<file path="src/include/dcache_macros.svh">
`ifndef DCACHE_MACROS_SVH
`define DCACHE_MACROS_SVH

// cache geometry shared by the packages and the RTL

// associativity
`define DC_WAYS 2

// sets per way
`define DC_SETS 16

// bytes held by one cache line
`define DC_LINE_BYTES 16

// byte address width seen by the core and by memory
`define DC_ADDR_W 32

`endif

</file>
<file path="src/source/dcache_types_pkg.sv">
`include "dcache_macros.svh"

package dcache_types_pkg;

    localparam int unsigned offset_w = $clog2(`DC_LINE_BYTES);
    localparam int unsigned index_w = $clog2(`DC_SETS);
    localparam int unsigned tag_w = `DC_ADDR_W - index_w - offset_w;
    localparam int unsigned line_words = `DC_LINE_BYTES / 4;
    localparam int unsigned word_w = $clog2(line_words);

    typedef logic [`DC_ADDR_W-1:0] addr_t;
    typedef logic [index_w-1:0] index_t;
    typedef logic [tag_w-1:0] tag_t;
    typedef logic [word_w-1:0] word_sel_t;
    typedef logic [line_words-1:0][31:0] line_t;
    typedef logic [$clog2(`DC_WAYS)-1:0] way_t;

    typedef struct packed {
        logic valid;
        tag_t tag;
    } tag_entry_t;

    // address field helpers
    function automatic index_t addr_index(addr_t addr);
        return addr[offset_w +: index_w];
    endfunction

    function automatic tag_t addr_tag(addr_t addr);
        return addr[`DC_ADDR_W-1 -: tag_w];
    endfunction

    function automatic word_sel_t addr_word(addr_t addr);
        return addr[2 +: word_w];
    endfunction

    // line aligned address for refill reads
    function automatic addr_t line_addr(addr_t addr);
        return {addr[`DC_ADDR_W-1:offset_w], {offset_w{1'b0}}};
    endfunction

endpackage

</file>
<file path="src/source/dcache_bus_pkg.sv">
package dcache_bus_pkg;

    import dcache_types_pkg::*;

    // a zero strobe in a core request is a load
    typedef struct packed {
        logic        valid;
        addr_t       addr;
        logic [3:0]  wstrb;
        logic [31:0] wdata;
    } cpu_req_t;

    typedef struct packed {
        logic        valid;
        logic [31:0] rdata;
    } cpu_rsp_t;

    // memory reads always fetch the aligned line
    typedef struct packed {
        logic        valid;
        logic        we;
        addr_t       addr;
        logic [31:0] wdata;
        logic [3:0]  wstrb;
    } mem_req_t;

    typedef struct packed {
        logic  valid;
        line_t data;
    } mem_rsp_t;

endpackage

</file>
<file path="src/source/miss_ctrl.sv">
`timescale 1ns/1ps
`include "dcache_macros.svh"

module miss_ctrl (
    input  logic                         clk,
    input  logic                         rst,
    input  dcache_bus_pkg::cpu_req_t     s2_req_i,
    input  logic                         hit_i,
    input  dcache_types_pkg::way_t       hit_way_i,
    input  dcache_types_pkg::way_t       victim_i,
    input  dcache_bus_pkg::mem_rsp_t     mem_rsp_i,
    input  dcache_types_pkg::line_t      merged_i,
    output logic                         busy_o,
    output logic                         base_sel_o,
    output logic [`DC_WAYS-1:0]          tag_we_o,
    output logic [`DC_WAYS-1:0]          line_we_o,
    output dcache_types_pkg::index_t     waddr_o,
    output dcache_types_pkg::tag_entry_t tag_wdata_o,
    output dcache_bus_pkg::cpu_rsp_t     miss_rsp_o,
    output dcache_bus_pkg::mem_req_t     mem_req_o
);

    import dcache_types_pkg::*;
    import dcache_bus_pkg::*;

    typedef enum logic [1:0] {
        st_idle,
        st_issue,
        st_wait
    } state_e;

    state_e state_q;
    state_e state_d;
    way_t   victim_q;
    logic   s2_store;
    logic   store_hit;
    logic   start_miss;
    logic   refill_done;

    assign s2_store = s2_req_i.wstrb != 4'b0000;
    assign store_hit = state_q == st_idle && s2_req_i.valid && hit_i && s2_store;
    assign start_miss = state_q == st_idle && s2_req_i.valid && !hit_i;
    assign refill_done = state_q == st_wait && mem_rsp_i.valid;

    always_comb begin
        state_d = state_q;
        case (state_q)
            st_idle: begin
                if (start_miss) begin
                    state_d = st_issue;
                end
            end
            // the read goes out for exactly one cycle
            st_issue: begin
                state_d = st_wait;
            end
            st_wait: begin
                if (mem_rsp_i.valid) begin
                    state_d = st_idle;
                end
            end
            default: begin
                state_d = st_idle;
            end
        endcase
    end

    always_ff @(posedge clk) begin
        if (rst) begin
            state_q <= st_idle;
        end else begin
            state_q <= state_d;
        end
    end

    // victim is fixed when the miss is detected
    always_ff @(posedge clk) begin
        if (start_miss) begin
            victim_q <= victim_i;
        end
    end

    // a store hit costs one bubble and a miss stalls until the refill lands
    assign busy_o = store_hit || start_miss || state_q != st_idle;
    assign base_sel_o = state_q == st_wait;

    assign waddr_o = addr_index(s2_req_i.addr);
    assign tag_wdata_o = '{valid: 1'b1, tag: addr_tag(s2_req_i.addr)};

    always_comb begin
        tag_we_o = '0;
        line_we_o = '0;
        if (store_hit) begin
            line_we_o[hit_way_i] = 1'b1;
        end
        if (refill_done) begin
            tag_we_o[victim_q] = 1'b1;
            line_we_o[victim_q] = 1'b1;
        end
    end

    always_comb begin
        miss_rsp_o = '0;
        if (refill_done) begin
            miss_rsp_o.valid = 1'b1;
            if (!s2_store) begin
                miss_rsp_o.rdata = merged_i[addr_word(s2_req_i.addr)];
            end
        end
    end

    // line read in issue and write-through on a store hit or store refill
    always_comb begin
        mem_req_o = '0;
        if (state_q == st_issue) begin
            mem_req_o.valid = 1'b1;
            mem_req_o.addr = line_addr(s2_req_i.addr);
        end else if (store_hit || (refill_done && s2_store)) begin
            mem_req_o.valid = 1'b1;
            mem_req_o.we = 1'b1;
            mem_req_o.addr = s2_req_i.addr;
            mem_req_o.wdata = s2_req_i.wdata;
            mem_req_o.wstrb = s2_req_i.wstrb;
        end
    end

endmodule

</file>
<file path="config.mk">
export PLATFORM = sky130hd
export DESIGN_NAME = miss_ctrl
export DESIGN_NICKNAME = d
export VERILOG_FILES = /design/src/source/dcache_types_pkg.sv /design/src/source/dcache_bus_pkg.sv /design/src/source/miss_ctrl.sv
export VERILOG_INCLUDE_DIRS = /design/src /design/src/include
export SDC_FILE = /design/constraint.sdc
export NUM_CORES = 1
export LEC_CHECK = 0
export BUFFER_PORTS_ARGS = -buffer_cell sky130_fd_sc_hd__buf_4
export CORE_AREA = 2 2 180 182
export DETAILED_ROUTE_END_ITERATION = 6
export DIE_AREA = 0 0 182 184
export GPL_TIMING_DRIVEN = 1
export PLACE_DENSITY = 0.3
export REMOVE_ABC_BUFFERS = 1
export SLEW_MARGIN = 0
export SYNTH_ARGS = -nofsm -noshare
export SYNTH_HDL_FRONTEND = slang
export SYNTH_SLANG_ARGS = --single-unit
</file>
<file path="constraint.sdc">
create_clock -name clk -period 3 [get_ports clk]
set_input_delay 0.6 -clock clk [delete_from_list [all_inputs] [get_ports clk]]
set_output_delay 0.6 -clock clk [all_outputs]
set_load 0.02 [all_outputs]
</file>
==> results of run 1 <==
-- area by class of cell --
cell class | count | area, um2
fill | 3597 | 26500
timing repair buffer | 347 | 2620
multi-input combinational | 157 | 1570
tap | 402 | 503
clock buffer | 4 | 78.8
sequential | 3 | 70.1
inverter | 4 | 15.0
antenna | 1 | 2.50
-- metrics by stage --
stage	utilization, %	total power [mW]
global placement	15.2	0.706
detailed placement	15.2	0.703
finish	15.5	0.901
global route	15.5	0.955
floorplan	-	0.285
CTS	15.5	0.917
-- cell usage in the layout (no fill, tap or decap) --
cell and instances:
a211oi_4 1, a21oi_1 2, inv_1 4, nor2_1 2, conb_1 1, or4_1 1
nand3b_4 1, o21bai_1 1, nor2b_1 35, buf_12 1, nand2b_1 1, nand3_2 1
edfxtp_1 1, mux4_2 32, and3_1 1, nor4_4 1, clkbuf_16 3, diode_2 1
dfxtp_1 2, nand2_1 4, clkbuf_1 1, a221oi_2 1, a211o_1 1, o22ai_1 1
a211oi_1 1, buf_4 346, and2_1 58, nor4b_1 1, and2_4 10
-- cells by family after synthesis --
logic type / after synthesis / share of synthesized area (%)
other: 1 / 0.187
AND/OR/NAND/NOR: 116 / 38.2
AO/OA/AOI/OAI: 8 / 3.74
multiplexers: 32 / 35.9
flip-flops: 3 / 3.49
buffers and inverters: 53 / 18.4
-- per-layer routing --
layer  wire [um]  GRT usage (%)  vias up
met5          20              0        -
met4         128           1.10        2
met3        1670           2.95       10
met2        6530           13.2      216
met1        4240           6.94     1267
li1            -              -     1312
-- cell usage after synthesis --
| library cell | count | area share [%] |
|---|---|---|
| and2_4 | 10 | 4.4 |
| a211oi_1 | 1 | 0.37 |
| or4_1 | 1 | 0.37 |
| o21bai_1 | 1 | 0.37 |
| nand3b_4 | 1 | 1.0 |
| and3_1 | 1 | 0.31 |
| nor2_1 | 2 | 0.37 |
| nand3_1 | 1 | 0.25 |
| buf_2 | 10 | 2.5 |
| buf_4 | 32 | 12 |
| and2_1 | 58 | 18 |
| edfxtp_1 | 1 | 1.5 |
| nor2b_1 | 35 | 11 |
| nand2b_1 | 1 | 0.31 |
| inv_1 | 4 | 0.75 |
| nor4_4 | 1 | 1.1 |
| buf_6 | 5 | 2.8 |
| a21oi_1 | 2 | 0.50 |
| conb_1 | 1 | 0.19 |
| buf_1 | 1 | 0.19 |
| nand2_1 | 4 | 0.75 |
| mux4_2 | 32 | 36 |
| a211o_1 | 1 | 0.44 |
| dfxtp_1 | 2 | 2.0 |
| o22ai_1 | 1 | 0.31 |
| a221oi_2 | 1 | 0.75 |
| a211oi_4 | 1 | 1.0 |
| clkbuf_1 | 1 | 0.19 |
| nor4b_1 | 1 | 0.44 |
-- final timing paths --
check	startpoint	slack [ns]	endpoint
worst min-delay path	victim_i	0.56	victim_q$_DFFE_PP_
worst max-delay path	s2_req_i[32]	0.29	miss_rsp_o[13]
worst min register to register	state_q[1]$_SDFFE_PP0P_	0.76	state_q[1]$_SDFFE_PP0P_
worst max register to register	state_q[0]$_SDFFE_PP0P_	1.67	victim_q$_DFFE_PP_
-- power groups by stage --
| stage | sequential [mW] | combinational [mW] | clock, mW |
|---|---|---|---|
| floorplan | 0.0471 | 0.238 | 0 |
| global placement | 0.0466 | 0.660 | 0 |
| detailed placement | 0.0466 | 0.656 | 0 |
| CTS | 0.0461 | 0.657 | 0.213 |
| global route | 0.0463 | 0.692 | 0.216 |
| finish | 0.0459 | 0.645 | 0.210 |
-- flip-flops by register name, indices dropped and copies added, names as in the netlist --
register,count
state_q,2
victim_q,1
-- worst reg2reg max path, cell delays in order, from the launching register on --
cell and delay [ns]:
dfxtp_1 0.33, buf_4 0.17, nor4b_1 0.46
==> results.yml, run 1 <==
power:
  clkPwrFrac_pct: 23.3
  p_leak_nw: 2.35
  sequentialPowerShare_pct: 5.1
  switchingPower_uw: 294
  powerDensity_nw_per_um2: 185
  switching_share_pct: 32.6
  max-vdd-ir-drop_uv: 135
  p_comb_share_pct: 71.6
  p_int_uw: 607
worst_setup_path:
  cp.required_ns: 2.40
  worst_setup_path_start_kind: "input pin"
  path_common_cell: "buf_4"
  cp.depth: 7
  worstPathMaxFanout: 32
  critPathTopFamily: "buffers and inverters"
  end_kind: "output port"
  critPathBufInv: 4
  slowest_delay_ns: 0.35
  path_class: "input pin to output port"
  reg2reg_depth: 2
  cp_slowest_cell: "nor4_4"
  worstPathArrival_ns: 2.11
  path_cells: "buf_4 -> nor4_4 -> buf_4 -> nand3_2 -> buf_4 -> nor2b_1 -> buf_4"
timing:
  skew_ns: 0.000583
  slew_violations: 0
  maxSlewHeadroom_pct: 57.7
  fin_tns_setup_ns: 0
  fin_crit_ns: 2.71
  layout_setup_ws_ns: 0.286
  tightest_slew_ns: 0.633
  fin_hold_ws_ns: 0.557
  max_clock_freq_mhz: 368
  hold_viol_final: 0
  setup_viol: 0
  rsz0062_at_grt: "false"
  finalCritPeriodShare_pct: 90.5
floorplan:
  die_y_um: 184
  initial_core_util_pct: 6.39
  dieWidth_um: 182
  core_area_um2: 31400
  io_pins: 469
  die-area_um2: 33500
  row_count: 65
logic_synthesis:
  synth_area_um2: 2010
  synth_cells: 213
  ys_warn_count: 0
  avgSynthCellArea_um2: 9.42
  synth.distinct_cells: 29
  ys_ff_latch: 3
  seq_area_frac_synth_pct: 3.49
route:
  post_drt_wl_per_cell_um: 13.7
  drt_iter0_drc: 54
  route.vias.total: 2807
  wl_um: 12600
  ant_nets: 0
  detail_route.first_pass.iterations: 4
  drcViolationCount: 0
  vias_per_cell: 3.06
finish:
  area_delta_synth_final_pct: 142
  drive_gt1_share_pct: 77.1
  nets: 847
  final_cell_area_um2: 4860
  layout.cells.non_filler: 918
clock_network:
  hold_buffers: 0
  numCtsBuffers: 3
  cts_tree: "built"
  clk_path_buf_depth: 2
  clk_pin_slew_ns: 0.03
  postCtsSetupRepairBufs: 0
  cts_sinks: 3
  htree_num_levels: 1
  root_buffer: "clkbuf_16"
  clkLatencyLatePin_ns: 0.22
  post_cts_resized: 0
global_route:
  grt_pass1_vias: 2931
  grt-ovfl-total: 0
  grt.total_usage_pct: 6.85
  antenna_found_initial: 2
  grt_max_degree: 34
  grt_pass1_wl_um: 17500
placement:
  numPortBuffers: 339
  dp_cells: 913
  dp_worst_setup_slack_ns: 0.153
  routabilityCongestion: 0.652
  dp_hpwl_um: 11200
  placed_area_um2: 4780
hold_path:
  holdPathStages: 1
  hold_class: "input pin to register"
job:
  max_cap_viol_count: 0
outcome:
  outcome: "complete, no violations"
No activity file was read; power rests on OpenSTA's default activity.
==> run 2: changes to the inputs <==
- ABC_CLOCK_PERIOD_IN_PS: default -> 3000
- CTS_BUF_LIST: default -> sky130_fd_sc_hd__clkbuf_8
==> results.yml, run 2 (synthesis results as in run 1) <==
outcome:
  outcome: "complete, no violations"
clock_network:
  htree_num_levels: 1
  post_cts_resized: 0
  root_buffer: "clkbuf_8"
  clkLatencyLatePin_ns: 0.21
  clk_path_buf_depth: 2
  postCtsSetupRepairBufs: 0
  hold_buffers: 0
  numCtsBuffers: 3
  clk_pin_slew_ns: 0.03
  cts_tree: "built"
  cts_sinks: 3
timing:
  skew_ns: 0.00106
  hold_viol_final: 0
  maxSlewHeadroom_pct: 57.7
  fin_crit_ns: 2.71
  fin_tns_setup_ns: 0
  tightest_slew_ns: 0.633
  slew_violations: 0
  rsz0062_at_grt: "false"
  max_clock_freq_mhz: 368
  setup_viol: 0
  finalCritPeriodShare_pct: 90.5
floorplan:
  initial_core_util_pct: 6.39
  die_y_um: 184
  io_pins: 469
  dieWidth_um: 182
  core_area_um2: 31400
  row_count: 65
  die-area_um2: 33500
finish:
  area_delta_synth_final_pct: 141
  final_cell_area_um2: 4820
  drive_gt1_share_pct: 77.1
  final.fill_count: 3597
  largest_reg_flops: 2
  seq_area_um2: 70.1
  top_register: "state_q"
  multi_input_area_um2: 1570
  layout.cells.non_filler: 918
  final_cell_mix: "346 x buf_4, 58 x and2_1, 35 x nor2b_1"
  final_common_cell: "buf_4"
  nets: 847
  top_regs: "state_q x2, victim_q x1"
global_route:
  grt_pass1_wl_um: 17500
  antenna_found_initial: 2
  grt_pass1_vias: 2929
  grt_max_degree: 34
  grt.total_usage_pct: 6.85
  grt-ovfl-total: 0
worst_setup_path:
  cp.required_ns: 2.40
  path_class: "input pin to output port"
  worst_setup_path_start_kind: "input pin"
  worstPathMaxFanout: 32
  end_kind: "output port"
  r2r_setup_slack_ns: 1.67
  worstPathArrival_ns: 2.11
route:
  wl_um: 12600
  post_drt_wl_per_cell_um: 13.7
  drcViolationCount: 0
  ant_nets: 0
  vias_per_cell: 3.06
  detail_route.first_pass.iterations: 4
  drt_iter0_drc: 52
  route.vias.total: 2807
hold_path:
  hold_class: "input pin to register"
job:
  max_cap_viol_count: 0
power:
  p_leak_nw: 2.34
  max-vdd-ir-drop_uv: 96.0
  powerDensity_nw_per_um2: 166
placement:
  placed_area_um2: 4780
  dp_hpwl_um: 11200
  dp_cells: 913
  numPortBuffers: 339
  routabilityCongestion: 0.652
-- run 2: cell types whose count changed in the layout (fill, tap and decap cells not counted) --
| cell | previous run | this run |
|---|---|---|
| clkbuf_16 | 3 | 0 |
| clkbuf_8 | 0 | 3 |
| clkbuf_1 | 1 | 0 |
| inv_1 | 4 | 5 |
-- run 2: area by class of cell --
cell class              instances  share of cell area [%]
multi-input cells             157                    32.6
flip-flops and latches          3                    1.45
clock inverters                 1                  0.0778
diodes                          1                  0.0519
clock buffers                   3                   0.856
inverters                       4                   0.311
repair buffers                347                    54.3
well taps                     402                    10.4
-- run 2: report_power, final --
group          internal, mW  switching (mW)  total, mW
Clock                0.0869          0.0249      0.112
Combinational         0.388           0.258      0.645
Sequential           0.0442         0.00176     0.0460
Total                 0.519           0.284      0.803
-- run 2: final timing paths --
path | to | cells after the start | startpoint
hold / removal | victim_q$_DFFE_PP_ | 1 | victim_i
hold reg to reg | state_q[1]$_SDFFE_PP0P_ | 4 | state_q[1]$_SDFFE_PP0P_
setup / recovery | miss_rsp_o[13] | 7 | s2_req_i[32]
setup reg to reg | victim_q$_DFFE_PP_ | 2 | state_q[0]$_SDFFE_PP0P_
-- run 2: stage by stage --
stage	power, mW	worst slack [ns]	hold slack (ns)	utilization [%]
6_report	0.803	0.286	0.566	15.4
2_1_floorplan	0.285	0.196	0.607	-
3_3_place_gp	0.706	0.178	0.780	15.2
5_1_grt	0.856	0.0753	0.563	15.4
3_5_place_dp	0.703	0.153	0.763	15.2
4_1_cts	0.819	0.159	0.560	15.4
-- run 2: per-layer routing --
metal	routed length [um]	vias up	global-route usage, %
met1	4230	1267	6.93
li1	-	1312	-
met4	128	2	1.10
met5	20	-	0
met3	1670	10	2.95
met2	6530	216	13.2
-- run 2: worst max-delay path: stages --
cell and delay, ns:
buf_4 0.12, nor4_4 0.35, buf_4 0.20, nand3_2 0.08
buf_4 0.27, nor2b_1 0.26, buf_4 0.20
==> run 3: changes to the inputs <==
- CTS_CLUSTER_SIZE: default -> 14
- RECOVER_POWER: default -> 50
==> results.yml, run 3 (synthesis results as in run 1) <==
finish:
  final_cell_mix: "300 x buf_4, 47 x and2_1, 44 x clkbuf_1"
  layout.cells.non_filler: 918
  nets: 847
  utilization_pct: 14.8
  top_register: "state_q"
  largest_reg_flops: 2
  top_regs: "state_q x2, victim_q x1"
  final.fill_count: 3653
  drive_gt1_share_pct: 67.8
  final_common_cell: "buf_4"
  area_delta_synth_final_pct: 131
outcome:
  outcome: "complete, no violations"
power:
  sequentialPowerShare_pct: 6.0
  powerDensity_nw_per_um2: 166
  clkPwrFrac_pct: 14.5
  max-vdd-ir-drop_uv: 96.0
  switching_share_pct: 36.7
  switchingPower_uw: 282
  p_int_uw: 488
  p_leak_nw: 2.15
  p_comb_share_pct: 79.5
route:
  drt_iter0_drc: 50
  vias_per_cell: 3.06
  wl_um: 12600
  route.vias.total: 2806
  ant_nets: 0
  detail_route.first_pass.iterations: 4
  drcViolationCount: 0
  post_drt_wl_per_cell_um: 13.8
placement:
  routabilityCongestion: 0.652
  dp_hpwl_um: 11200
  dp_cells: 913
  dp_worst_setup_slack_ns: 0.153
  numPortBuffers: 339
worst_setup_path:
  worstPathMaxFanout: 29
  critPathBufInv: 4
  worstPathArrival_ns: 2.15
  path_class: "register to output port"
  path_cells: "clkbuf_1 -> inv_1 -> a221oi_1 -> clkbuf_2 -> and2_1 -> clkbuf_1"
  cp.required_ns: 2.40
  critPathTopFamily: "buffers and inverters"
  path_common_cell: "clkbuf_1"
  worst_setup_path_start_kind: "register"
  slowest_delay_ns: 0.43
  cp_slowest_cell: "clkbuf_2"
  end_kind: "output port"
clock_network:
  hold_buffers: 0
  postCtsSetupRepairBufs: 0
  numCtsBuffers: 3
  cts_sinks: 3
  cts_tree: "built"
  clk_path_buf_depth: 2
  post_cts_resized: 0
  htree_num_levels: 1
  clkLatencyLatePin_ns: 0.21
  root_buffer: "clkbuf_8"
  clk_pin_slew_ns: 0.03
floorplan:
  dieWidth_um: 182
  die-area_um2: 33500
  core_area_um2: 31400
  die_y_um: 184
  row_count: 65
  io_pins: 469
  initial_core_util_pct: 6.39
timing:
  skew_ns: 0.00106
  fin_crit_ns: 2.75
  setup_viol: 0
  max_clock_freq_mhz: 364
  tightest_slew_ns: 0.632
  fin_tns_setup_ns: 0
  rsz0062_at_grt: "false"
  slew_violations: 0
  hold_viol_final: 0
  layout_setup_ws_ns: 0.255
  finalCritPeriodShare_pct: 91.5
  maxSlewHeadroom_pct: 57.7
global_route:
  met3_usage_pct: 2.95
  use_met2_pct: 13.2
  grt_max_degree: 34
  grt_use_met1_pct: 6.93
  grt.total_usage_pct: 6.85
  grt-ovfl-total: 0
  grt_pass1_vias: 2929
  top_usage_layer: "met2"
  grt_pass1_wl_um: 17500
  antenna_found_initial: 2
job:
  max_cap_viol_count: 0
hold_path:
  hold_class: "input pin to register"
run 3: cell types whose count changed in the layout (fill, tap and decap cells not counted):
cell | previous run | this run
a221oi_1 | 0 | 1
a221oi_2 | 1 | 0
and2_0 | 0 | 14
and2_1 | 58 | 47
and2_2 | 0 | 5
and2_4 | 10 | 2
buf_4 | 346 | 300
clkbuf_1 | 0 | 44
clkbuf_2 | 0 | 1
clkbuf_4 | 0 | 1
run 3: worst paths after layout:
kind                                              start                      end  slack (ns)  depth (start not counted)
worst min-delay path                                rst  state_q[1]$_SDFFE_PP0P_        0.57                          2
worst max-delay path            state_q[0]$_SDFFE_PP0P_            mem_req_o[65]        0.25                          6
worst max register to register  state_q[0]$_SDFFE_PP0P_       victim_q$_DFFE_PP_        1.61                          2
worst min register to register  state_q[1]$_SDFFE_PP0P_  state_q[1]$_SDFFE_PP0P_        0.75                          4
run 3: per-stage QoR:
step / instance area, um2 / power (mW) / hold slack, ns
floorplan: 1650 / 0.285 / 0.607
global placement: 4780 / 0.706 / 0.780
detailed placement: 4780 / 0.703 / 0.763
CTS: 4820 / 0.819 / 0.560
global route: 4630 / 0.824 / 0.576
finish: 4640 / 0.770 / 0.568
run 3: final cells by class:
cell class | count | area (um2) | share of cell area [%]
antenna | 1 | 2.50 | 0.0540
clock inverter | 1 | 3.75 | 0.0809
multi-input combinational | 157 | 1550 | 33.5
timing repair buffer | 347 | 2450 | 52.8
tap | 402 | 503 | 10.8
clock buffer | 3 | 41.3 | 0.890
sequential | 3 | 70.1 | 1.51
inverter | 4 | 15.0 | 0.324
run 3: power by group through the flow:
stage               sequential, mW  clock, mW  combinational [mW]
global route                0.0463      0.118               0.659
global placement            0.0466          0               0.660
finish                      0.0459      0.112               0.613
CTS                         0.0461      0.116               0.657
floorplan                   0.0471          0               0.238
detailed placement          0.0466          0               0.656
run 3: worst reg2reg max path, delay by kind of cell, from the launching register on:
family	cells	cell delay (ns)
flip-flops	1	0.33
buffers and inverters	1	0.21
AND/OR/NAND/NOR	1	0.50
run 3: routing by layer:
| metal | vias to the layer above | part of all wire, % |
|---|---|---|
| met5 | - | 0.16 |
| met4 | 2 | 1.0 |
| met3 | 10 | 13 |
| met2 | 216 | 52 |
| met1 | 1263 | 34 |
| li1 | 1315 | - |
